## src/source/flash_pkg.sv

```systemverilog
// flash update shared definitions
// EPCS serial flash opcodes, page and sector geometry, status register bits
package flash_pkg;

	// --------------------------------------------------
	// EPCS command set, only what the update path needs
	// --------------------------------------------------
	localparam logic [7:0] op_wren = 8'h06;	// write enable, required before se / pp
	localparam logic [7:0] op_rdsr = 8'h05;	// read status register
	localparam logic [7:0] op_se   = 8'hD8;	// sector erase, 64 KB
	localparam logic [7:0] op_pp   = 8'h02;	// page program, up to 256 bytes

	// --------------------------------------------------
	// geometry
	// --------------------------------------------------
	localparam int page_bytes   = 256;	// one program command
	localparam int sector_bytes = 65536;	// erase stride
	localparam int addr_w       = 24;	// three address bytes on the wire

	// status register
	localparam int sr_wip = 0;	// write in progress, set while erase / program runs

endpackage

```

## src/source/asmi_page_engine.sv

```systemverilog
// ASMI page engine
// drives an EPCS serial flash, mode 0, MSB first on a divided clock
// erase and program both send write enable, then the command with its
// three address bytes (plus the 256 byte page for a program), then poll
// the status register until the write in progress bit clears
module asmi_page_engine #(
	parameter int sck_div = 2	// system clocks per half period of flash_sck
) (
	input  logic                        clock,
	input  logic                        arst_n,
	input  logic                        cmd_erase,
	input  logic                        cmd_program,
	input  logic [flash_pkg::addr_w-1:0] cmd_addr,
	input  logic                        buf_wr,
	input  logic [7:0]                  buf_data,
	output logic                        busy,
	output logic                        flash_sck,
	output logic                        flash_cs_n,
	output logic                        flash_mosi,
	input  logic                        flash_miso
);

	localparam int              div_w    = $clog2(sck_div + 1);
	localparam logic [div_w-1:0] div_last = div_w'(sck_div - 1);

	typedef enum logic [3:0] {
		s_idle, s_wren, s_gap1, s_op, s_addr, s_data, s_gap2, s_rdsr, s_stat, s_gap3
	} seq_t;

	seq_t                        seq, seq_nxt;
	logic [7:0]                  page_buf [flash_pkg::page_bytes];
	logic [7:0]                  wr_idx;	// page buffer fill index
	logic [7:0]                  byte_idx;	// address or payload byte on the wire
	logic [flash_pkg::addr_w-1:0] addr_q;
	logic                        is_pp;	// 1 program, 0 sector erase
	logic [div_w-1:0]            div_cnt;
	logic                        tick;	// one half sck period elapsed
	logic                        sck;
	logic                        sh_act;	// shifter running, also chip select
	logic [7:0]                  sh_reg;
	logic [7:0]                  rx_reg;
	logic [2:0]                  bit_cnt;
	logic                        byte_end;
	logic                        launch;	// load a new byte into the shifter
	logic [7:0]                  tx_byte;

	assign tick       = (div_cnt == div_last);
	assign byte_end   = sh_act && tick && sck && (bit_cnt == 3'd7);	// last falling edge
	assign busy       = (seq != s_idle) || cmd_erase || cmd_program;
	assign flash_sck  = sck;
	assign flash_cs_n = ~sh_act;
	assign flash_mosi = sh_reg[7];

	// --------------------------------------------------
	// command sequencer
	// --------------------------------------------------
	always_comb begin
		seq_nxt = seq;
		launch  = 1'b0;
		tx_byte = 8'h00;
		case (seq)
			s_idle: if (cmd_erase || cmd_program) begin
				seq_nxt = s_wren;
				launch  = 1'b1;
				tx_byte = flash_pkg::op_wren;
			end
			s_wren: if (byte_end) seq_nxt = s_gap1;	// cs must rise to latch wren
			s_gap1: if (tick) begin
				seq_nxt = s_op;
				launch  = 1'b1;
				tx_byte = is_pp ? flash_pkg::op_pp : flash_pkg::op_se;
			end
			s_op: if (byte_end) begin
				seq_nxt = s_addr;
				launch  = 1'b1;
				tx_byte = addr_q[23:16];
			end
			s_addr: if (byte_end) begin
				launch = 1'b1;
				case (byte_idx)
					8'd0: tx_byte = addr_q[15:8];
					8'd1: tx_byte = addr_q[7:0];
					default: begin
						if (is_pp) begin
							seq_nxt = s_data;
							tx_byte = page_buf[0];
						end else begin
							seq_nxt = s_gap2;	// erase has no payload
							launch  = 1'b0;
						end
					end
				endcase
			end
			s_data: if (byte_end) begin
				if (byte_idx == 8'hff) begin
					seq_nxt = s_gap2;
				end else begin
					launch  = 1'b1;
					tx_byte = page_buf[byte_idx + 8'd1];
				end
			end
			s_gap2: if (tick) begin
				seq_nxt = s_rdsr;
				launch  = 1'b1;
				tx_byte = flash_pkg::op_rdsr;
			end
			s_rdsr: if (byte_end) begin
				seq_nxt = s_stat;
				launch  = 1'b1;	// dummy byte clocks the status in
			end
			s_stat: if (byte_end) seq_nxt = s_gap3;
			s_gap3: if (tick) begin
				if (rx_reg[flash_pkg::sr_wip]) begin
					seq_nxt = s_rdsr;	// still writing, poll again
					launch  = 1'b1;
					tx_byte = flash_pkg::op_rdsr;
				end else begin
					seq_nxt = s_idle;
				end
			end
			default: seq_nxt = s_idle;
		endcase
	end

	// --------------------------------------------------
	// sequencer state, serial clock and shifter
	// --------------------------------------------------
	always_ff @(posedge clock or negedge arst_n) begin
		if (!arst_n) begin
			seq      <= s_idle;
			div_cnt  <= '0;
			sck      <= 1'b0;
			sh_act   <= 1'b0;
			sh_reg   <= '0;
			bit_cnt  <= '0;
			byte_idx <= '0;
			addr_q   <= '0;
			is_pp    <= 1'b0;
			wr_idx   <= '0;
		end else begin
			seq     <= seq_nxt;
			div_cnt <= (tick || launch) ? '0 : div_cnt + 1'b1;	// realign on a new byte
			if (seq == s_idle && (cmd_erase || cmd_program)) begin
				addr_q <= cmd_addr;
				is_pp  <= cmd_program;
			end
			if (tick && sh_act)
				sck <= ~sck;
			if (launch) begin
				sh_act   <= 1'b1;
				sh_reg   <= tx_byte;
				bit_cnt  <= '0;
				byte_idx <= (seq_nxt != seq) ? 8'd0 : byte_idx + 8'd1;
			end else if (byte_end) begin
				sh_act <= 1'b0;	// deselect after the last bit
			end else if (sh_act && tick && sck) begin
				sh_reg  <= {sh_reg[6:0], 1'b0};	// next bit out on the falling edge
				bit_cnt <= bit_cnt + 3'd1;
			end
			if (cmd_program)
				wr_idx <= '0;
			else if (buf_wr)
				wr_idx <= wr_idx + 8'd1;
		end
	end

	// page buffer and receive shift
	always_ff @(posedge clock) begin
		if (buf_wr)
			page_buf[wr_idx] <= buf_data;
		if (sh_act && tick && !sck)
			rx_reg <= {rx_reg[6:0], flash_miso};	// sample on the rising edge
	end

endmodule

```

## config.mk

```make
export PLATFORM = sky130hd
export DESIGN_NAME = asmi_page_engine
export DESIGN_NICKNAME = d
export VERILOG_FILES = /design/src/source/flash_pkg.sv /design/src/source/asmi_page_engine.sv
export SDC_FILE = /design/constraint.sdc
export NUM_CORES = 2
export LEC_CHECK = 0
export ABC_CLOCK_PERIOD_IN_PS = 4500
export BUFFER_PORTS_ARGS = -buffer_cell sky130_fd_sc_hd__buf_4
export CAP_MARGIN = 15
export CORE_MARGIN = 8
export CORE_UTILIZATION = 43
export DETAILED_ROUTE_END_ITERATION = 10
export GPL_ROUTABILITY_DRIVEN = 0
export PLACE_DENSITY = 0.69
export SETUP_SLACK_MARGIN = 0.02
export SYNTH_ARGS = -nofsm -noshare
export SYNTH_HDL_FRONTEND = slang
export SYNTH_SLANG_ARGS = --single-unit
```

## constraint.sdc

```tcl
create_clock -name clock -period 4.5 [get_ports clock]
set_input_delay 0 -clock clock [delete_from_list [all_inputs] [get_ports clock]]
set_output_delay 0 -clock clock [all_outputs]
set_load 0.005 [all_outputs]
```

== After elaboration in Yosys (flattened, before gate mapping) ==
Memories as Yosys holds them, arrays and structs flattened.
Cells that the tools add are included.

* Word-level logic and storage cells: 106
* Bits in read-only memories: 0
* Output and inout bits: 4
* Latch bits: 0
* Memories: 1
* Bits of input ports: 38
* Register bits: 61
* Memory bits (writable): 2048

* $lt $le $gt $ge: 0
* Multiply operators: 0
* Div/mod/pow operators: 0
* Add/sub/neg operators: 4
* Eq/ne operators: 15
* Mux-type cells: 53
* Shifts and indexed selects: 0
* Bitwise gates (word level): 2
* Reductions and logical operators: 20

{| class="wikitable"
|+ Memory list
! name !! words !! bits a word !! rd ports !! clocked after Yosys merged registers in !! write ports !! line !! source
|-
| page_buf || 256 || 8 || 2 || 0 || 1 || asmi_page_engine.sv:31 || <nowiki>logic [7:0] page_buf [flash_pkg::page_bytes];</nowiki>
|}

{| class="wikitable"
|+ Operators with widths
! kind !! number
|-
| 2-to-1 mux 8 bit || 13
|-
| one-hot mux 8 bit (7 select lines) || 1
|-
| 2-to-1 mux 4 bit || 12
|-
| one-hot mux 4 bit (10 select lines) || 1
|-
| 2-to-1 mux 3 bit || 8
|-
| adder 8 x 1 -> 8 bit (second input constant) || 2
|-
| equality test 4 x 3 -> 1 bit (second input constant) || 4
|-
| one-hot mux 8 bit (2 select lines) || 1
|-
| 2-to-1 mux 1 bit || 14
|-
| equality test 4 x 2 -> 1 bit (second input constant) || 2
|-
| equality test 4 bit (second input constant) || 2
|-
| equality test 8 x 1 -> 1 bit (second input constant) || 1
|-
| equality test 8 bit (second input constant) || 1
|-
| logical NOT 8 bit || 1
|-
| one-hot mux 1 bit (6 select lines) || 1
|-
| nonzero test 2 bit || 3
|-
| OR reduction 2 bit || 3
|-
| logical AND 1 bit || 5
|-
| equality test 4 x 1 -> 1 bit (second input constant) || 1
|-
| logical NOT 4 bit || 1
|-
| logical OR 1 bit || 4
|-
| 2-to-1 mux 2 bit || 2
|-
| != test 4 bit || 1
|-
| nonzero test 4 bit || 1
|-
| other kinds (8) || 9
|}

== Longest topological paths before layout ==
* Depth in word-level cells: 8
* Depth in mapped cells: 19
* Gate-level depth less buffers: 10

== Worst setup path after synthesis ==
Ideal clock, no wire load.

* Kind: reg2reg
* Start point: reg byte_idx[0]
* End point: reg sh_reg[0]
* Setup time: 0.150 ns
* Buffers on the path: 9
* Cell stages (with the launch flop): 18
* Required time: 4.350 ns
* Period minus slack after synthesis: 3.921 ns
* Path slack: 0.579 ns
* Arrival: 3.772 ns
* Cell sequence: dfrtp_1 > buf_4 > buf_6 > buf_4 > buf_2 > buf_4 > inv_1 > ha_1 > buf_2 > buf_4 > clkbuf_1 > buf_2 > mux4_2 > mux4_2 > nand2_1 > nand3_1 > a31oi_1 > o311ai_0

* Longest elaborated chain between the ends: 7
* Elaborated cells on any way between the ends: 20
* Those cells by class: add/sub: 1; eq/ne: 3; mux: 11; reduce/logical: 4; memory: 1

{| class="wikitable"
|+ RTL lines
! item !! line !! source
|-
| start, declared || asmi_page_engine.sv:33 || <nowiki>logic [7:0] byte_idx;</nowiki>
|-
| start signal, assigned || asmi_page_engine.sv:153 || <nowiki>byte_idx <= (seq_nxt != seq) ? 8'd0 : byte_idx + 8'd1;</nowiki>
|-
| parallel branches: the longest is 7 deep, another holds adder 8 x 1 -> 8 bit || n/a ||
|-
| end signal, assigned || asmi_page_engine.sv:151 || <nowiki>sh_reg <= tx_byte;</nowiki>
|-
| end signal, assigned || asmi_page_engine.sv:157 || <nowiki>sh_reg <= {sh_reg[6:0], 1'b0};</nowiki>
|-
| end, declared || asmi_page_engine.sv:40 || <nowiki>logic [7:0] sh_reg;</nowiki>
|}

Several ways; the timed one is not identified.
A chain may end at the register's enable or synchronous reset.

== Worst setup path after layout ==
Same ends and word-level chain as after synthesis.

==> impl_metrics.yaml <==
power_and_ir_drop:
  netSwitchingFraction: 0.1986
  p_per_area_nw_per_um2: 417.7
  max-vdd-ir-drop_mv: 0.3665
  p_leak_nw: 29.13
  p_clk_frac: 0.444
  seqPwrFrac: 0.543
  fin_total_pwr_mw: 39.71
  p_int_mw: 31.83
  pwr-share-comb: 0.013
  switching_power_mw: 7.887
placement:
  port-buffer-count: 41
  placed_cells: 6623
  place_area_um2: 86950
  hpwlAfterDp_um: 129000
clock_tree:
  cts.reportedPaths.clkPinSlew_ns: 0.07
  cts_buffers: 205
  cts.sinks: 2109
  cts_buffer_depth: 3
  cts_tree: "built"
  root_buffer: "clkbuf_16"
  clk_latency_ns: 0.85
  htreeDepth: 4
  cts_setup_buffers: 0
layout:
  final_cell_area_um2: 95090
  final_layout_size_suffix_gt1_frac: 0.2346
  reg.largest.list: "page_buf (2048), addr_q (24)"
  fill_cells: 14982
  multi_input_area_um2: 18830
  area_growth_pct: 14.36
  largest_reg_flops: 2048
  top_register: "page_buf"
  final_nets: 4467
  ff_latch_area_um2: 63030
  instances_no_fill: 7126
detailed_routing:
  wl_met3_um: 21880
  ant_nets: 0
  drc: 0
  routed_wl_um: 212300
  maxUsedRoutingLayer: "met5"
  wl_met1_um: 83480
  viasPerCell: 6.012
  drt_iter0_drc: 6038
  routedWlPerCell_um: 29.79
  via_count: 42843
  first_pass_iters: 7
  met2_length_um: 98770
setup_path:
  worstSetupEndpointType: "register"
  worstRegToRegCells: 9
  worst-path-stages: 9
  critical_path.top_delay_family: "compound AO/OA/AOI/OAI gates"
  reg2reg_slack_ns: 0.38
  crit_top_cell: "buf_4"
  worstPathRequired_ns: 5.22
  max_stage_delay_ns: 1.01
  path_buf_inv: 2
  crit_fanout: 20
  reg2reg_to: "sh_reg[0]"
  r2r_start: "byte_idx[0]"
  startpoint_type: "register"
  path_class: "reg2reg"
  critPathSlowestCell: "a2111oi_0"
  path_cells: "buf_4, nand3_1, xor2_4, buf_4, mux4_2, mux2i_1, a2111oi_0, a31oi_1, o311ai_0"
  critPathArrivalTime_ns: 4.84
hold_path:
  holdPathStages: 1
  hold_end: "page_buf[183][0]"
  hold_path_startpoint: "buf_data[0]"
  hp-class: "in2reg"
timing:
  hold_violations: 0
  fmax_mhz: 242.5
  fin_setup_tns_ns: 0
  clock_skew_ns: 0.03803
  fin_crit_ns: 4.124
  slew_violations: 0
  setup_viol: 0
  relSlewSlack: 0.1941
  rsz0062_at_grt: "no"
  holdWs_ns: 0.07033
  tightest_slew_ns: 1.209
  finalCritPeriodShare: 0.9165
yosys:
  synthFlopType: "edfxtp_1"
  syn_area_per_cell_um2: 20.05
  async_flop_share: 0.02845
  ys_warn_count: 0
  ys_seq_area_frac: 0.7581
  postSynthCellCount: 4147
  synth_edf_count: 2049
  synthesis.nets: 4195
  ys_seq_elements: 2109
  syn_area_um2: 83140
  yosysUniqueCellTypes: 71
floorplan:
  die_area_um2: 207700
  num_io_pins: 42
  die_height_um: 455.7
  initial_core_util: 0.4322
  rows: 161
  core_area_um2: 192400
  die_w_um: 455.7
grt:
  grt_pass1_wl_um: 307200
  grt_pass1_vias: 42439
  antenna_found_initial: 7
  grt_overflow_total: 0
  grt_usage: 0.1990
  grt_max_degree: 161
run:
  maxCapViolations: 0
status:
  status: "completed"
[metrics by stage]
step                      worst slack (ns)    util
after detailed placement            0.6159  0.4520
after floorplan                     0.5786       -
after global routing                0.3995  0.4942
after CTS                           0.6234  0.4942
after global placement              0.5764  0.4520
final                               0.3756  0.4943
[worst register-to-register path, cell delays in order, from the launching register on]
cell and delay (ns):
dfrtp_4 0.57, buf_4 0.35, nand3_1 0.31, xor2_4 0.63
buf_4 0.47, mux4_2 0.35, mux2i_1 0.09, a2111oi_0 1.01
a31oi_1 0.08, o311ai_0 0.16
[what timing repair did]
item / 4_1_cts / 5_1_grt
gates resized for setup: 0 / 0
endpoints found under the hold margin: 747 / 0
hold buffers: 115 / 0
[cells by family after synthesis]
family                     synth area share
adders and majority gates          0.001505
DFF                                  0.7581
muxes                                0.1573
AOI/OAI and AO/OA                   0.01910
xor gates and xnor gates           0.002393
and+or+nand+nor                     0.04493
buffers and inverters               0.01667
[final cells by class]
| type | instances | share of cell area |
|---|---|---|
| Clock inverter | 136 | 0.01707 |
| Inverter | 11 | 0.0004342 |
| Tap cell | 2526 | 0.03324 |
| Clock buffer | 248 | 0.05609 |
| Timing Repair Buffer | 314 | 0.03208 |
| Sequential cell | 2109 | 0.6629 |
| Antenna cell | 4 | 0.0001053 |
| Multi-Input combinational cell | 1778 | 0.1981 |
[worst max path at each step]
stage	start	endpoint	slack, ns
after floorplan	byte_idx[0]	sh_reg[0]	0.58
after global placement	byte_idx[0]	sh_reg[4]	0.58
after detailed placement	byte_idx[0]	sh_reg[5]	0.62
after CTS	byte_idx[0]	sh_reg[3]	0.62
after global routing	byte_idx[0]	sh_reg[3]	0.40
final	byte_idx[0]	sh_reg[0]	0.38
[power groups by stage]
| stage | Clock (mW) | Combinational, mW | Sequential, mW |
|---|---|---|---|
| after global placement | 0 | 0.445 | 22.0 |
| after floorplan | 0 | 0.0468 | 22.0 |
| final | 17.6 | 0.520 | 21.6 |
| after detailed placement | 0 | 0.470 | 22.0 |
| after global routing | 18.5 | 0.554 | 21.6 |
| after CTS | 17.8 | 0.520 | 21.6 |
[cell usage after synthesis, types with 19 or more instances]
| cell | instances | share of area |
|---|---|---|
| a22oi_1 | 19 | 0.0017 |
| a31oi_1 | 20 | 0.0015 |
| a21oi_1 | 66 | 0.0040 |
| mux2i_1 | 67 | 0.0081 |
| clkbuf_1 | 101 | 0.0046 |
| mux4_2 | 550 | 0.15 |
| nand2_1 | 377 | 0.017 |
| o21ai_0 | 37 | 0.0022 |
| nand3_1 | 97 | 0.0058 |
| dfrtp_1 | 60 | 0.018 |
| o22ai_1 | 29 | 0.0022 |
| buf_4 | 56 | 0.0051 |
| buf_2 | 58 | 0.0035 |
| nor2_1 | 296 | 0.013 |
| and3_1 | 23 | 0.0017 |
| nor3_1 | 21 | 0.0013 |
| edfxtp_1 | 2049 | 0.74 |
[layer usage]
metal,vias up,global-route usage
met4,4,0.06853
met2,2365,0.3083
met1,22558,0.2791
met5,-,0
li1,17484,-
met3,432,0.04731
[layout by cell type (no fill, tap or decap), types with 5 or more instances in the layout]
| master | count |
|---|---|
| o21ai_0 | 37 |
| a31oi_1 | 20 |
| nor4_1 | 9 |
| a311oi_1 | 13 |
| clkbuf_8 | 8 |
| buf_12 | 27 |
| o22ai_1 | 29 |
| clkinv_1 | 38 |
| inv_1 | 11 |
| clkbuf_1 | 41 |
| a2111oi_0 | 7 |
| and3_1 | 23 |
| a22oi_1 | 19 |
| o211ai_1 | 6 |
| a21oi_1 | 65 |
| clkinvlp_4 | 9 |
| buf_4 | 164 |
| nand2b_1 | 6 |
| dfrtp_1 | 59 |
| ha_1 | 9 |
| clkinv_2 | 41 |
| nand3_1 | 95 |
| nor2b_1 | 14 |
| mux4_2 | 550 |
| nand4_1 | 17 |
| clkinv_16 | 5 |
| clkbuf_16 | 207 |
| a211oi_1 | 5 |
| bufinv_16 | 29 |
| nor3_1 | 21 |
| o221ai_1 | 5 |
| xor2_1 | 11 |
| mux2i_1 | 67 |
| nor2_1 | 295 |
| nand2_1 | 377 |
| dlygate4sd3_1 | 114 |
| edfxtp_1 | 2049 |
(Power assumes the default switching activity.)
