`config.mk`:
```
export PLATFORM = sky130hd
export DESIGN_NAME = flash_update_ctrl
export DESIGN_NICKNAME = d
export VERILOG_FILES = /design/src/source/flash_pkg.sv /design/src/source/flash_update_ctrl.sv
export SDC_FILE = /design/constraint.sdc
export NUM_CORES = 1
export LEC_CHECK = 0
export BUFFER_PORTS_ARGS = -buffer_cell sky130_fd_sc_hd__buf_2
export CAP_MARGIN = 10
export CORE_UTILIZATION = 35
export CTS_CLUSTER_DIAMETER = 80
export DETAILED_ROUTE_END_ITERATION = 8
export GPL_TIMING_DRIVEN = 0
export PLACE_DENSITY = 0.51
export SETUP_SLACK_MARGIN = 0.5
export SYNTH_ARGS = -nofsm -noshare
export SYNTH_HDL_FRONTEND = slang
export SYNTH_SLANG_ARGS = --single-unit
```
`constraint.sdc`:
```
create_clock -name clock -period 2.1 [get_ports clock]
set_input_delay 0.42 -clock clock [delete_from_list [all_inputs] [get_ports clock]]
set_output_delay 0.42 -clock clock [all_outputs]
set_load 0.005 [all_outputs]
```
`src/source/flash_pkg.sv`:
```
// flash update shared definitions
// EPCS serial flash opcodes, page and sector geometry, status register bits
package flash_pkg;

	// --------------------------------------------------
	// EPCS command set, only what the update path needs
	// --------------------------------------------------
	localparam logic [7:0] op_wren = 8'h06;	// write enable, required before se / pp
	localparam logic [7:0] op_rdsr = 8'h05;	// read status register
	localparam logic [7:0] op_se   = 8'hD8;	// sector erase, 64 KB
	localparam logic [7:0] op_pp   = 8'h02;	// page program, up to 256 bytes

	// --------------------------------------------------
	// geometry
	// --------------------------------------------------
	localparam int page_bytes   = 256;	// one program command
	localparam int sector_bytes = 65536;	// erase stride
	localparam int addr_w       = 24;	// three address bytes on the wire

	// status register
	localparam int sr_wip = 0;	// write in progress, set while erase / program runs

endpackage

```
`src/source/flash_update_ctrl.sv`:
```
// flash update controller
// erases the image sectors on request, then moves the host image into
// the page engine one 256 byte page at a time, bit reversed per byte,
// asks for more after every page and reloads the FPGA when done
module flash_update_ctrl #(
	parameter logic [flash_pkg::addr_w-1:0] start_addr    = 24'h100000,
	parameter logic [flash_pkg::addr_w-1:0] last_sector   = 24'h1F0000,
	parameter int                           reset_delay_w = 22,
	parameter int                           level_w       = 10	// FIFO level width
) (
	input  logic                        clock,
	input  logic                        arst_n,
	input  logic                        erase,
	output logic                        erase_ack,
	output logic                        erase_done,
	input  logic                        erase_done_ack,
	output logic                        send_more,
	input  logic                        send_more_ack,
	input  logic [13:0]                 num_blocks,
	input  logic [level_w-1:0]          fifo_level,
	output logic                        fifo_rd,
	input  logic [7:0]                  fifo_data,
	output logic                        cmd_erase,
	output logic                        cmd_program,
	output logic [flash_pkg::addr_w-1:0] cmd_addr,
	output logic                        buf_wr,
	output logic [7:0]                  buf_data,
	input  logic                        busy,
	output logic                        nconfig
);

	localparam int                aw          = flash_pkg::addr_w;
	localparam logic [aw-1:0]     sector_step = aw'(flash_pkg::sector_bytes);
	localparam logic [aw-1:0]     page_step   = aw'(flash_pkg::page_bytes);
	localparam logic [level_w-1:0] page_lvl   = level_w'(flash_pkg::page_bytes);

	typedef enum logic [3:0] {
		st_idle,
		st_erase_issue,
		st_erase_wait,
		st_erase_done,
		st_done_hs,
		st_fill,
		st_program,
		st_page_wait,
		st_final_ack,
		st_reconfig
	} state_t;

	state_t                   state;
	logic [aw-1:0]            address;	// current sector or page
	logic [13:0]              page;	// pages handed to the engine
	logic [8:0]               byte_count;	// FIFO pops issued for this page
	logic [reset_delay_w-1:0] reset_delay;	// lets the host see the final send_more
	logic                     page_ready;

	assign page_ready  = (fifo_level >= page_lvl);
	assign fifo_rd     = (state == st_fill) && !byte_count[8];	// 256 pops, one per cycle
	assign cmd_erase   = (state == st_erase_issue);
	assign cmd_program = (state == st_program);
	assign cmd_addr    = address;
	assign buf_data    = {<<{fifo_data}};	// configuration format wants LSB first

	// --------------------------------------------------
	// main state machine
	// --------------------------------------------------
	always_ff @(posedge clock or negedge arst_n) begin
		if (!arst_n) begin
			state       <= st_idle;
			address     <= start_addr;
			page        <= '0;
			byte_count  <= '0;
			reset_delay <= '0;
			erase_ack   <= 1'b0;
			erase_done  <= 1'b0;
			send_more   <= 1'b0;
			buf_wr      <= 1'b0;
			nconfig     <= 1'b0;
		end else begin
			buf_wr <= fifo_rd;	// FIFO data arrives a cycle after the pop
			case (state)
				st_idle: begin
					address    <= start_addr;
					page       <= '0;
					byte_count <= '0;
					if (erase) begin
						erase_ack <= 1'b1;	// host drops erase on this
						state     <= st_erase_issue;
					end else if (page_ready && !busy && !send_more) begin
						state <= st_fill;
					end
				end
				// erase, one sector per pass
				st_erase_issue: state <= st_erase_wait;
				st_erase_wait: if (!busy) begin
					if (address != last_sector) begin
						address <= address + sector_step;
						state   <= st_erase_issue;
					end else begin
						state <= st_erase_done;
					end
				end
				st_erase_done: begin
					erase_done <= 1'b1;
					state      <= st_done_hs;
				end
				st_done_hs: if (erase_done_ack) begin
					erase_done <= 1'b0;
					erase_ack  <= 1'b0;
					state      <= st_idle;
				end
				// program path
				st_fill: begin
					if (!byte_count[8])
						byte_count <= byte_count + 9'd1;
					else
						state <= st_program;	// final buffer write lands this cycle
				end
				st_program: begin
					page      <= page + 14'd1;
					send_more <= 1'b1;	// page is with the engine, ask for the next
					state     <= st_page_wait;
				end
				st_page_wait: begin
					if (send_more_ack)
						send_more <= 1'b0;
					if (!send_more && !send_more_ack) begin
						if (page == num_blocks) begin
							send_more <= 1'b1;	// final request, marks the image complete
							state     <= st_final_ack;
						end else if (!busy && page_ready) begin
							address    <= address + page_step;
							byte_count <= '0;
							state      <= st_fill;
						end
					end
				end
				st_final_ack: if (send_more_ack) begin
					send_more <= 1'b0;
					state     <= st_reconfig;
				end
				// hold off, then reload once the last page is in flash
				st_reconfig: begin
					if (&reset_delay) begin
						if (!busy)
							nconfig <= 1'b1;
					end else begin
						reset_delay <= reset_delay + 1'b1;
					end
				end
				default: state <= st_idle;
			endcase
		end
	end

endmodule

```
# Yosys cells after proc, flatten, opt, wreduce, memory -nomap -nowiden
# Cells that the tools add are included.
# word_totals
word_cells	98
ff_bits	78
input_bits	38
# op_classes
n_reduce_logical	24
n_mux	31
bitwise_logic	3
order_cmp	1
n_eq_ne	23
n_addsub	5
# ops
cell	count
$mux W24	5
$pmux W24 S3	1
$pmux W4 S10	1
$mux W4	9
$mux W9	4
$pmux W14 S2	1
$pmux W9 S3	1
$add A24 B17 Y24 const B	1
$add A24 B9 Y24 const B	1
$ne A24 B21 Y1 const B	1
$reduce_and A24 Y1	1
$add A22 B1 Y22 const B	1
$reduce_and A22 Y1	1
$ne A2 B2 Y1 const B	10
$eq A4 B3 Y1 const B	4
$add A14 B1 Y14 const B	1
$eq A14 B14 Y1	1
$ge A10 B9 Y1 const B	1
$add A9 B1 Y9 const B	1
$reduce_bool A3 Y1	3
$eq A4 B2 Y1 const B	2
$eq A4 B4 Y1 const B	2
$reduce_and A8 Y1	1
$ne A3 B3 Y1 const B	2
15 further kinds	31

# Longest topological paths before layout
# Gate-level depths: netlist of the first run.
# logic_depth
word_depth	6
mapped_depth	9

# Least setup slack after synthesis of the first run
# OpenSTA, ideal clock, no wires.
# synth_timing
path_kind	register -> register
startpoint	reg address[11], in the netlist cmd_addr[11]
endpoint	reg address[18], in the netlist cmd_addr[18]
setup_ns	0.121
synth_period_minus_slack_ns	1.933
path_slack_ns	0.167
stages_incl_launch_ff	8
arrival_time_ns	1.812
cell_sequence	dfrtp_1 > or4_4 > nor4_4 > o21ai_2 > o211ai_2 > buf_6 > nor2_1 > o22a_1
# synth_via
elab_chain_cells	5
elab_cells_between_ends	11
# synth_lines
item	line_no	rtl
from (decl)	flash_update_ctrl.sv:51	logic [aw-1:0] address;
from (signal assigned)	flash_update_ctrl.sv:70	address <= start_addr;
from (signal assigned)	flash_update_ctrl.sv:83	address <= start_addr;
from (signal assigned)	flash_update_ctrl.sv:97	address <= address + sector_step;
$add A24 B9 Y24	flash_update_ctrl.sv:132	address <= address + page_step;
$mux W24	flash_update_ctrl.sv:131	end else if (!busy && page_ready) begin
$mux W24	flash_update_ctrl.sv:128	if (page == num_blocks) begin
$mux W24	flash_update_ctrl.sv:127	if (!send_more && !send_more_ack) begin
$pmux W24 S3	flash_update_ctrl.sv:81	case (state)
# Several ways; a longest one is shown, not always the timed one. The select of a mux whose other input is x is not followed.
# A chain may end at the register's enable or synchronous reset.

# Worst setup path after layout of the first run
# layout_timing
startpoint	reg address[21], in the netlist cmd_addr[21]
endpoint	reg address[19], in the netlist cmd_addr[19]
# layout_via
elab_chain_cells	3
# layout_lines
item	line_no	rtl
$ne A24 B21 Y1	flash_update_ctrl.sv:96	if (address != last_sector) begin
$ne A2 B2 Y1 (no source line)	--	
$reduce_and A6 Y1 (no source line)	--	
# No other way between the ends.

==> impl_metrics.prom, run 1 <==
# TYPE chip_impl_metric gauge
chip_impl_metric{name="post_drt_wl_per_cell",unit="um"} 15.6
chip_impl_metric{name="area_growth",unit="%"} 57.8
chip_impl_metric{name="power.share.combinational",unit="%"} 44.8
chip_impl_metric{name="critPathMaxFanout",unit=""} 7
chip_impl_info{name="commonest_non_fill_non_tap_cell_in_the_layout",value="sky130_fd_sc_hd__buf_4"} 1
chip_impl_metric{name="nets",unit=""} 669
chip_impl_metric{name="timing.final.ws_setup",unit="ns"} 0.101
chip_impl_metric{name="worst-endpoint-required",unit="ns"} 2.33
chip_impl_info{name="crit_type",value="reg2reg"} 1
chip_impl_metric{name="setup_violations",unit=""} 0
chip_impl_metric{name="synth-seq-area-share",unit="%"} 42.2
chip_impl_metric{name="synthesis.area",unit="mm2"} 0.00415
chip_impl_info{name="most-common-layout-cells",value="sky130_fd_sc_hd__buf_4 (113), sky130_fd_sc_hd__dfrtp_1 (60), sky130_fd_sc_hd__buf_2 (52), sky130_fd_sc_hd__nand2_1 (41), sky130_fd_sc_hd__nor2_1 (31)"} 1
chip_impl_metric{name="arithmetic_cell_share_of_the_synthesized_area_counting_full_adders_half_adders_and_majority_gates",unit="%"} 1.81
chip_impl_metric{name="synthArstFlopShare",unit="%"} 100
chip_impl_metric{name="r2r_setup_slack",unit="ns"} 0.10
chip_impl_metric{name="yosysWarnings",unit=""} 0
chip_impl_metric{name="post-synth-top-area-fraction",unit="%"} 41.6
chip_impl_info{name="run_status",value="complete, no violations"} 1
chip_impl_metric{name="hold_viol_final",unit=""} 0
chip_impl_metric{name="max_cap_viol_count",unit=""} 0
chip_impl_metric{name="totalWireLength",unit="mm"} 12.0
chip_impl_info{name="synth_top_family_by_area",value="simple AND/OR/NAND/NOR gates"} 1
chip_impl_metric{name="switching_share",unit="%"} 33.6
chip_impl_metric{name="fillers",unit=""} 970
chip_impl_metric{name="synth_compound_gate_area_share",unit="%"} 11.9
chip_impl_metric{name="synth_xor_xnor_area_share",unit="%"} 9.28
chip_impl_metric{name="p_per_area",unit="mW/mm2"} 969
chip_impl_metric{name="power.internal",unit="W"} 0.00421
chip_impl_info{name="grt_setup_unrepaired",value="yes"} 1
chip_impl_metric{name="synthMuxAreaShare",unit="%"} 2.41
chip_impl_metric{name="clock_power_share",unit="%"} 30.6
chip_impl_metric{name="std_cell_rows",unit=""} 39
chip_impl_info{name="synthTopCellsByArea",value="sky130_fd_sc_hd__dfrtp_1 (42%), sky130_fd_sc_hd__xor2_1 (6.8%), sky130_fd_sc_hd__nand2_1 (4.7%), sky130_fd_sc_hd__nor2_1 (3.5%), sky130_fd_sc_hd__buf_4 (3.4%)"} 1
chip_impl_metric{name="design.portCount",unit=""} 78
chip_impl_metric{name="final_cycle_utilization_of_the_critical_path",unit="%"} 95.2
chip_impl_info{name="cp-end-kind",value="flip-flop"} 1
chip_impl_metric{name="max_clock_freq",unit="MHz"} 500
chip_impl_metric{name="area_inside_the_core_boundary",unit="mm2"} 0.0115
chip_impl_metric{name="die_w",unit="um"} 111
chip_impl_metric{name="drv_slew",unit=""} 0
chip_impl_metric{name="grt_antenna_before_repair",unit=""} 0
chip_impl_metric{name="antenna_cells_inserted",unit=""} 0
chip_impl_metric{name="syn-instance-count",unit=""} 444
chip_impl_metric{name="via_count",unit=""} 3985
chip_impl_metric{name="cts_max_path_buffers",unit=""} 2
chip_impl_info{name="tritoncts_clock_tree",value="built"} 1
chip_impl_metric{name="path_clk_slew",unit="ns"} 0.06
chip_impl_metric{name="drive_above_1_share",unit="%"} 49.7
chip_impl_metric{name="cts_made_buffers",unit=""} 9
chip_impl_metric{name="firstDrtPassIters",unit=""} 4
chip_impl_metric{name="drc",unit=""} 0
chip_impl_metric{name="grt_pass1_wl",unit="mm"} 19.1
chip_impl_metric{name="pwr-share-seq",unit="%"} 24.5
chip_impl_metric{name="synth_simple_gate_area_share",unit="%"} 27.0
chip_impl_metric{name="source_to_sink_clock_delay_at_the_later_pin_of_the_worst_skew_pair",unit="ns"} 0.34
chip_impl_metric{name="cts.sinks",unit=""} 70
chip_impl_metric{name="synth.lib_cells_used.distinct",unit=""} 62
chip_impl_metric{name="finalWorstPathRequiredPeriod",unit="ns"} 2.00
chip_impl_metric{name="dieHeight",unit="um"} 111
chip_impl_info{name="post-synth-top-area-cell",value="sky130_fd_sc_hd__dfrtp_1"} 1
chip_impl_metric{name="place_congestion",unit=""} 0.844
chip_impl_metric{name="ir_worst_vdd",unit="mV"} 0.718
chip_impl_metric{name="dieArea",unit="mm2"} 0.0123
chip_impl_metric{name="dp_hpwl",unit="mm"} 7.22
chip_impl_metric{name="overflow",unit=""} 0
chip_impl_metric{name="initialDrtViolationCount",unit=""} 196
chip_impl_metric{name="groute.usage.overall",unit="%"} 19.5
chip_impl_metric{name="finClkSkew",unit="ns"} 0.00712
chip_impl_info{name="synth_flop_cell",value="sky130_fd_sc_hd__dfrtp_1"} 1
chip_impl_metric{name="reg2regPathDepth",unit=""} 7
chip_impl_info{name="holdCritPathClass",value="in2async"} 1
chip_impl_metric{name="initial_standard_cell_utilization_of_the_core",unit="%"} 36.2
chip_impl_metric{name="power_leakage",unit="nW"} 3.21
chip_impl_metric{name="placement.setup.worst_slack",unit="ns"} -0.316
chip_impl_info{name="reg2reg_to",value="cmd_addr[19]"} 1
chip_impl_metric{name="power_switching",unit="W"} 0.00213
chip_impl_info{name="clock-root-buffer",value="sky130_fd_sc_hd__clkbuf_16"} 1
chip_impl_metric{name="first_global_vias",unit=""} 3884
chip_impl_metric{name="synth-edff-count",unit=""} 0
chip_impl_metric{name="detail-route-antenna-nets",unit=""} 0
chip_impl_metric{name="placed_cell_area",unit="mm2"} 0.00475
chip_impl_metric{name="detail_route.vias_per_cell",unit=""} 5.16
chip_impl_metric{name="grt_start_max_net_pins",unit=""} 37
chip_impl_metric{name="dp_cells",unit=""} 648
chip_impl_metric{name="number_of_storage_elements_in_the_synthesis_netlist",unit=""} 70
chip_impl_metric{name="post_synth.cell_area_avg",unit="um2"} 9.35
chip_impl_info{name="worstSetupStartpointType",value="flip-flop"} 1
chip_impl_metric{name="final_area",unit="mm2"} 0.00655
chip_impl_metric{name="crit_arrival",unit="ns"} 2.23
chip_impl_info{name="crit-reg2reg-launch",value="cmd_addr[21]"} 1
chip_impl_metric{name="finalNonFillerCells",unit=""} 773
chip_impl_metric{name="cts.htree.levels",unit=""} 3
chip_impl_metric{name="port_buffers",unit=""} 53
## worst max-delay path by stage
stage                       start      endpoint  slack (ns)  cells after the start
global route         cmd_addr[15]  cmd_addr[18]        0.02                      7
floorplan            cmd_addr[15]  cmd_addr[18]        0.21                      7
detailed placement  num_blocks[1]  cmd_addr[19]       -0.32                      8
finish               cmd_addr[21]  cmd_addr[19]        0.10                      7
CTS                  cmd_addr[11]  cmd_addr[19]        0.10                      7
global placement    num_blocks[1]  cmd_addr[19]       -0.31                      8
## area by class of cell
class,count,area (um2),share of cell area [%]
inverters,9,42.5,0.649
flip-flops and latches,70,1760,26.9
well taps,143,179,2.73
clock buffers,11,253,3.86
repair buffers,163,1180,18.0
plain buffers,27,239,3.65
multi-input cells,345,2770,42.3
clock inverters,5,129,1.97
## worst max-delay path, cell delays in order, from the launching register on
cell and delay [ns]:
sky130_fd_sc_hd__dfrtp_2 0.42, sky130_fd_sc_hd__or4_4 0.55, sky130_fd_sc_hd__nor4_4 0.37, sky130_fd_sc_hd__o21ai_2 0.09
sky130_fd_sc_hd__o211ai_2 0.08, sky130_fd_sc_hd__buf_6 0.15, sky130_fd_sc_hd__nor2_2 0.04, sky130_fd_sc_hd__o22a_1 0.19
## power by group through the flow
stage	clock network, W	registers, W	logic, W
after global routing	0.00205	0.00157	0.00305
after global placement	0	0.00161	0.00163
after detailed placement	0	0.00161	0.00164
final	0.00195	0.00156	0.00285
after CTS	0.00199	0.00155	0.00247
after floorplan	0	0.00159	0.00118
## synthesized netlist by cell type, types with 5 or more instances
library cell and count:
sky130_fd_sc_hd__nand4_1 15, sky130_fd_sc_hd__xnor2_1 12, sky130_fd_sc_hd__ha_1 6, sky130_fd_sc_hd__or4_1 5, sky130_fd_sc_hd__nand2_1 52, sky130_fd_sc_hd__and3_1 16
sky130_fd_sc_hd__o21ai_0 20, sky130_fd_sc_hd__nand3_1 24, sky130_fd_sc_hd__nor2_1 39, sky130_fd_sc_hd__mux2i_1 10, sky130_fd_sc_hd__inv_1 9, sky130_fd_sc_hd__xor2_1 32
sky130_fd_sc_hd__dfrtp_1 69, sky130_fd_sc_hd__o211ai_1 5, sky130_fd_sc_hd__buf_4 19, sky130_fd_sc_hd__a21oi_1 14, sky130_fd_sc_hd__nor3_1 18
## cell families after synthesis
| logic type | after synthesis |
|---|---|
| and+or+nand+nor | 204 |
| buffers and inverters | 36 |
| AOI/OAI and AO/OA | 73 |
| DFF | 70 |
| adders and majority gates | 6 |
| xor gates and xnor gates | 44 |
| other | 1 |
| muxes | 10 |
## per-stage QoR
step / power, W / setup TNS (ns) / utilization (%) / hold slack [ns]
6_report: 0.00635 / 0 / 57.1 / 0.0468
5_1_grt: 0.00666 / 0 / 57.1 / 0.0774
4_1_cts: 0.00602 / 0 / 53.2 / 0.0523
3_5_place_dp: 0.00325 / -4.97 / 41.4 / 0.418
3_3_place_gp: 0.00323 / -4.43 / 41.2 / 0.454
2_1_floorplan: 0.00278 / 0 / - / 0.124
## flip-flops by register name, summed over array words and instances, names as in the netlist
register and cells:
buf_wr 1, cmd_addr 16, send_more 1, erase_done 1, nconfig 1, erase_ack 1
state 4, page 14, reset_delay 22, byte_count 9
## layer usage
| layer | share of wire [%] | global-route usage, % | vias up |
|---|---|---|---|
| li1 | - | - | 1936 |
| met5 | 0 | 0 | - |
| met4 | 1.8 | 7.56 | 0 |
| met3 | 3.6 | 4.26 | 17 |
| met2 | 49 | 31.4 | 90 |
| met1 | 46 | 25.5 | 1942 |
## repair_timing
item | CTS | global route
endpoints found under the setup margin | 68 | 64
pin swaps | 39 | 44
hold buffers | 0 | 0
resized for setup | 85 | 59
setup buffers | 79 | 30
Power figures use the tool's default switching activity.
==> run 2, diff against run 1 <==
--- a/config.mk
+++ b/config.mk
@@ -11,7 +11,7 @@
 export CTS_CLUSTER_DIAMETER = 80
 export DETAILED_ROUTE_END_ITERATION = 8
 export GPL_TIMING_DRIVEN = 0
-export PLACE_DENSITY = 0.51
+export PLACE_DENSITY = 0.59
 export SETUP_SLACK_MARGIN = 0.5
 export SYNTH_ARGS = -nofsm -noshare
 export SYNTH_HDL_FRONTEND = slang
==> impl_metrics.prom, run 2 (synthesized netlist as in run 1, its figures left out) <==
# TYPE chip_impl_metric gauge
chip_impl_metric{name="cts_made_buffers",unit=""} 9
chip_impl_metric{name="dieArea",unit="mm2"} 0.0123
chip_impl_metric{name="hold_viol_final",unit=""} 0
chip_impl_metric{name="design.portCount",unit=""} 78
chip_impl_metric{name="cts_hold_buffers",unit=""} 0
chip_impl_metric{name="ir_worst_vdd",unit="mV"} 0.596
chip_impl_metric{name="critPathMaxFanout",unit=""} 10
chip_impl_metric{name="initial_standard_cell_utilization_of_the_core",unit="%"} 36.2
chip_impl_info{name="commonest_non_fill_non_tap_cell_in_the_layout",value="sky130_fd_sc_hd__buf_4"} 1
chip_impl_metric{name="std_cell_rows",unit=""} 39
chip_impl_metric{name="detail-route-antenna-nets",unit=""} 0
chip_impl_metric{name="cts.htree.levels",unit=""} 3
chip_impl_metric{name="first_global_vias",unit=""} 3881
chip_impl_metric{name="area_inside_the_core_boundary",unit="mm2"} 0.0115
chip_impl_info{name="clock-root-buffer",value="sky130_fd_sc_hd__clkbuf_16"} 1
chip_impl_metric{name="drc",unit=""} 0
chip_impl_metric{name="placement.setup.worst_slack",unit="ns"} -0.232
chip_impl_metric{name="place_congestion",unit=""} 0.811
chip_impl_metric{name="via_count",unit=""} 3918
chip_impl_metric{name="power_leakage",unit="nW"} 3.02
chip_impl_metric{name="grt_antenna_before_repair",unit=""} 0
chip_impl_info{name="worstSetupStartpointType",value="flip-flop"} 1
chip_impl_metric{name="detail_route.vias_per_cell",unit=""} 5.20
chip_impl_metric{name="max_slew_headroom",unit="%"} 66.2
chip_impl_metric{name="totalWireLength",unit="mm"} 11.7
chip_impl_metric{name="setup_violations",unit=""} 0
chip_impl_metric{name="finalWorstPathRequiredPeriod",unit="ns"} 1.98
chip_impl_metric{name="fin_setup_tns",unit="ns"} 0
chip_impl_metric{name="tightest_slew",unit="ns"} 0.506
chip_impl_info{name="run_status",value="complete, no violations"} 1
chip_impl_metric{name="timing.final.ws_setup",unit="ns"} 0.118
chip_impl_metric{name="crit_arrival",unit="ns"} 2.22
chip_impl_metric{name="cts.sinks",unit=""} 70
chip_impl_metric{name="final_cycle_utilization_of_the_critical_path",unit="%"} 94.4
chip_impl_metric{name="grt_pass1_wl",unit="mm"} 18.5
chip_impl_metric{name="initialDrtViolationCount",unit=""} 209
chip_impl_metric{name="die_w",unit="um"} 111
chip_impl_metric{name="firstDrtPassIters",unit=""} 4
chip_impl_info{name="crit_type",value="reg2reg"} 1
chip_impl_metric{name="cts_max_path_buffers",unit=""} 2
chip_impl_metric{name="path_clk_slew",unit="ns"} 0.06
chip_impl_metric{name="drive_above_1_share",unit="%"} 47.5
chip_impl_metric{name="worst-endpoint-required",unit="ns"} 2.33
chip_impl_metric{name="antenna_cells_inserted",unit=""} 0
chip_impl_metric{name="max_clock_freq",unit="MHz"} 505
chip_impl_info{name="top_register",value="reset_delay"} 1
chip_impl_info{name="cp-end-kind",value="flip-flop"} 1
chip_impl_metric{name="post_drt_wl_per_cell",unit="um"} 15.6
chip_impl_metric{name="groute.usage.overall",unit="%"} 18.8
chip_impl_info{name="holdCritPathClass",value="in2async"} 1
chip_impl_metric{name="dp_hpwl",unit="mm"} 7.05
chip_impl_metric{name="finClkSkew",unit="ns"} 0.00489
chip_impl_info{name="grt_setup_unrepaired",value="yes"} 1
chip_impl_metric{name="area_growth",unit="%"} 52.4
chip_impl_metric{name="fillers",unit=""} 992
chip_impl_metric{name="grt_start_max_net_pins",unit=""} 37
chip_impl_metric{name="drv_slew",unit=""} 0
chip_impl_info{name="tritoncts_clock_tree",value="built"} 1
chip_impl_metric{name="dieHeight",unit="um"} 111
chip_impl_metric{name="nets",unit=""} 649
chip_impl_metric{name="finalCoreUtilization",unit="%"} 55.2
chip_impl_metric{name="port_buffers",unit=""} 53
chip_impl_info{name="most-common-layout-cells",value="sky130_fd_sc_hd__buf_4 (95), sky130_fd_sc_hd__dfrtp_1 (60), sky130_fd_sc_hd__buf_2 (52), sky130_fd_sc_hd__nand2_1 (42), sky130_fd_sc_hd__nor2_1 (32)"} 1
chip_impl_metric{name="largest_reg_flops",unit=""} 22
chip_impl_metric{name="max_cap_viol_count",unit=""} 0
chip_impl_metric{name="p_per_area",unit="mW/mm2"} 930
chip_impl_metric{name="source_to_sink_clock_delay_at_the_later_pin_of_the_worst_skew_pair",unit="ns"} 0.35
chip_impl_metric{name="overflow",unit=""} 0
run 2: cell count changes in the layout (fill, tap and decap cells not counted), sizes merged:
cell	previous run	this run
clkbuf	15	13
clkinv	1	3
bufinv	4	3
buf	186	166
clkinvlp	1	2
run 2: path summary, 6_finish.rpt:
check | slack, ns | cells past startpoint | startpoint | end
max | 0.12 | 7 | state[0] | byte_count[7]
min | 0.03 | 1 | arst_n | cmd_addr[14]
max reg2reg | 0.12 | 7 | state[0] | byte_count[7]
min reg2reg | 0.47 | 1 | reset_delay[21] | reset_delay[21]
max in group asynchronous | 1.46 | 2 | arst_n | cmd_addr[20]
min in group clock | 0.39 | 4 | erase_done_ack | erase_ack
run 2: through the flow:
stage | area (um2) | std cells | hold WS [ns] | power, W
after global routing | 6330 | 753 | 0.0693 | 0.00621
after CTS | 5870 | 727 | 0.0531 | 0.00565
after floorplan | 4280 | 451 | 0.124 | 0.00278
final | 6330 | 753 | 0.0321 | 0.00588
after global placement | 4730 | 647 | 0.453 | 0.00321
after detailed placement | 4750 | 648 | 0.423 | 0.00323
run 2: final cells by class:
class                      instances  area [um2]  share of cell area [%]
buffer                            27         240                    3.80
clock buffer                       9         225                    3.56
clock inverter                     7         113                    1.78
inverter                           9        40.0                   0.633
multi-input combinational        345        2760                    43.6
sequential                        70        1760                    27.9
tap                              143         179                    2.83
timing repair buffer             143        1010                    15.9
run 2: power breakdown:
group	internal, W	total [W]	switching (W)
Combinational	0.00119	0.00257	0.00138
Sequential	0.00147	0.00156	0.0000926
Clock	0.00115	0.00175	0.000598
run 2: worst max-delay path: stages, from the launching register on:
cell	delay [ns]
sky130_fd_sc_hd__dfrtp_2	0.38
sky130_fd_sc_hd__buf_6	0.17
sky130_fd_sc_hd__nand2_1	0.08
sky130_fd_sc_hd__o41a_1	0.49
sky130_fd_sc_hd__nor3_4	0.34
sky130_fd_sc_hd__o211ai_1	0.18
sky130_fd_sc_hd__xor2_1	0.17
sky130_fd_sc_hd__nor2_1	0.05
run 2: timing repair:
action,in CTS,in global routing
buffers inserted,63,26
gates resized for setup,75,62
pin swaps,52,35
setup endpoints to repair,67,70
run 2: routing by layer:
layer	track usage, %	vias to the layer above	share of wire (%)
li1	-	1897	-
met1	22.4	1907	42
met2	32.0	98	51
met3	5.69	16	5.0
met4	6.49	0	1.7
met5	0	-	0
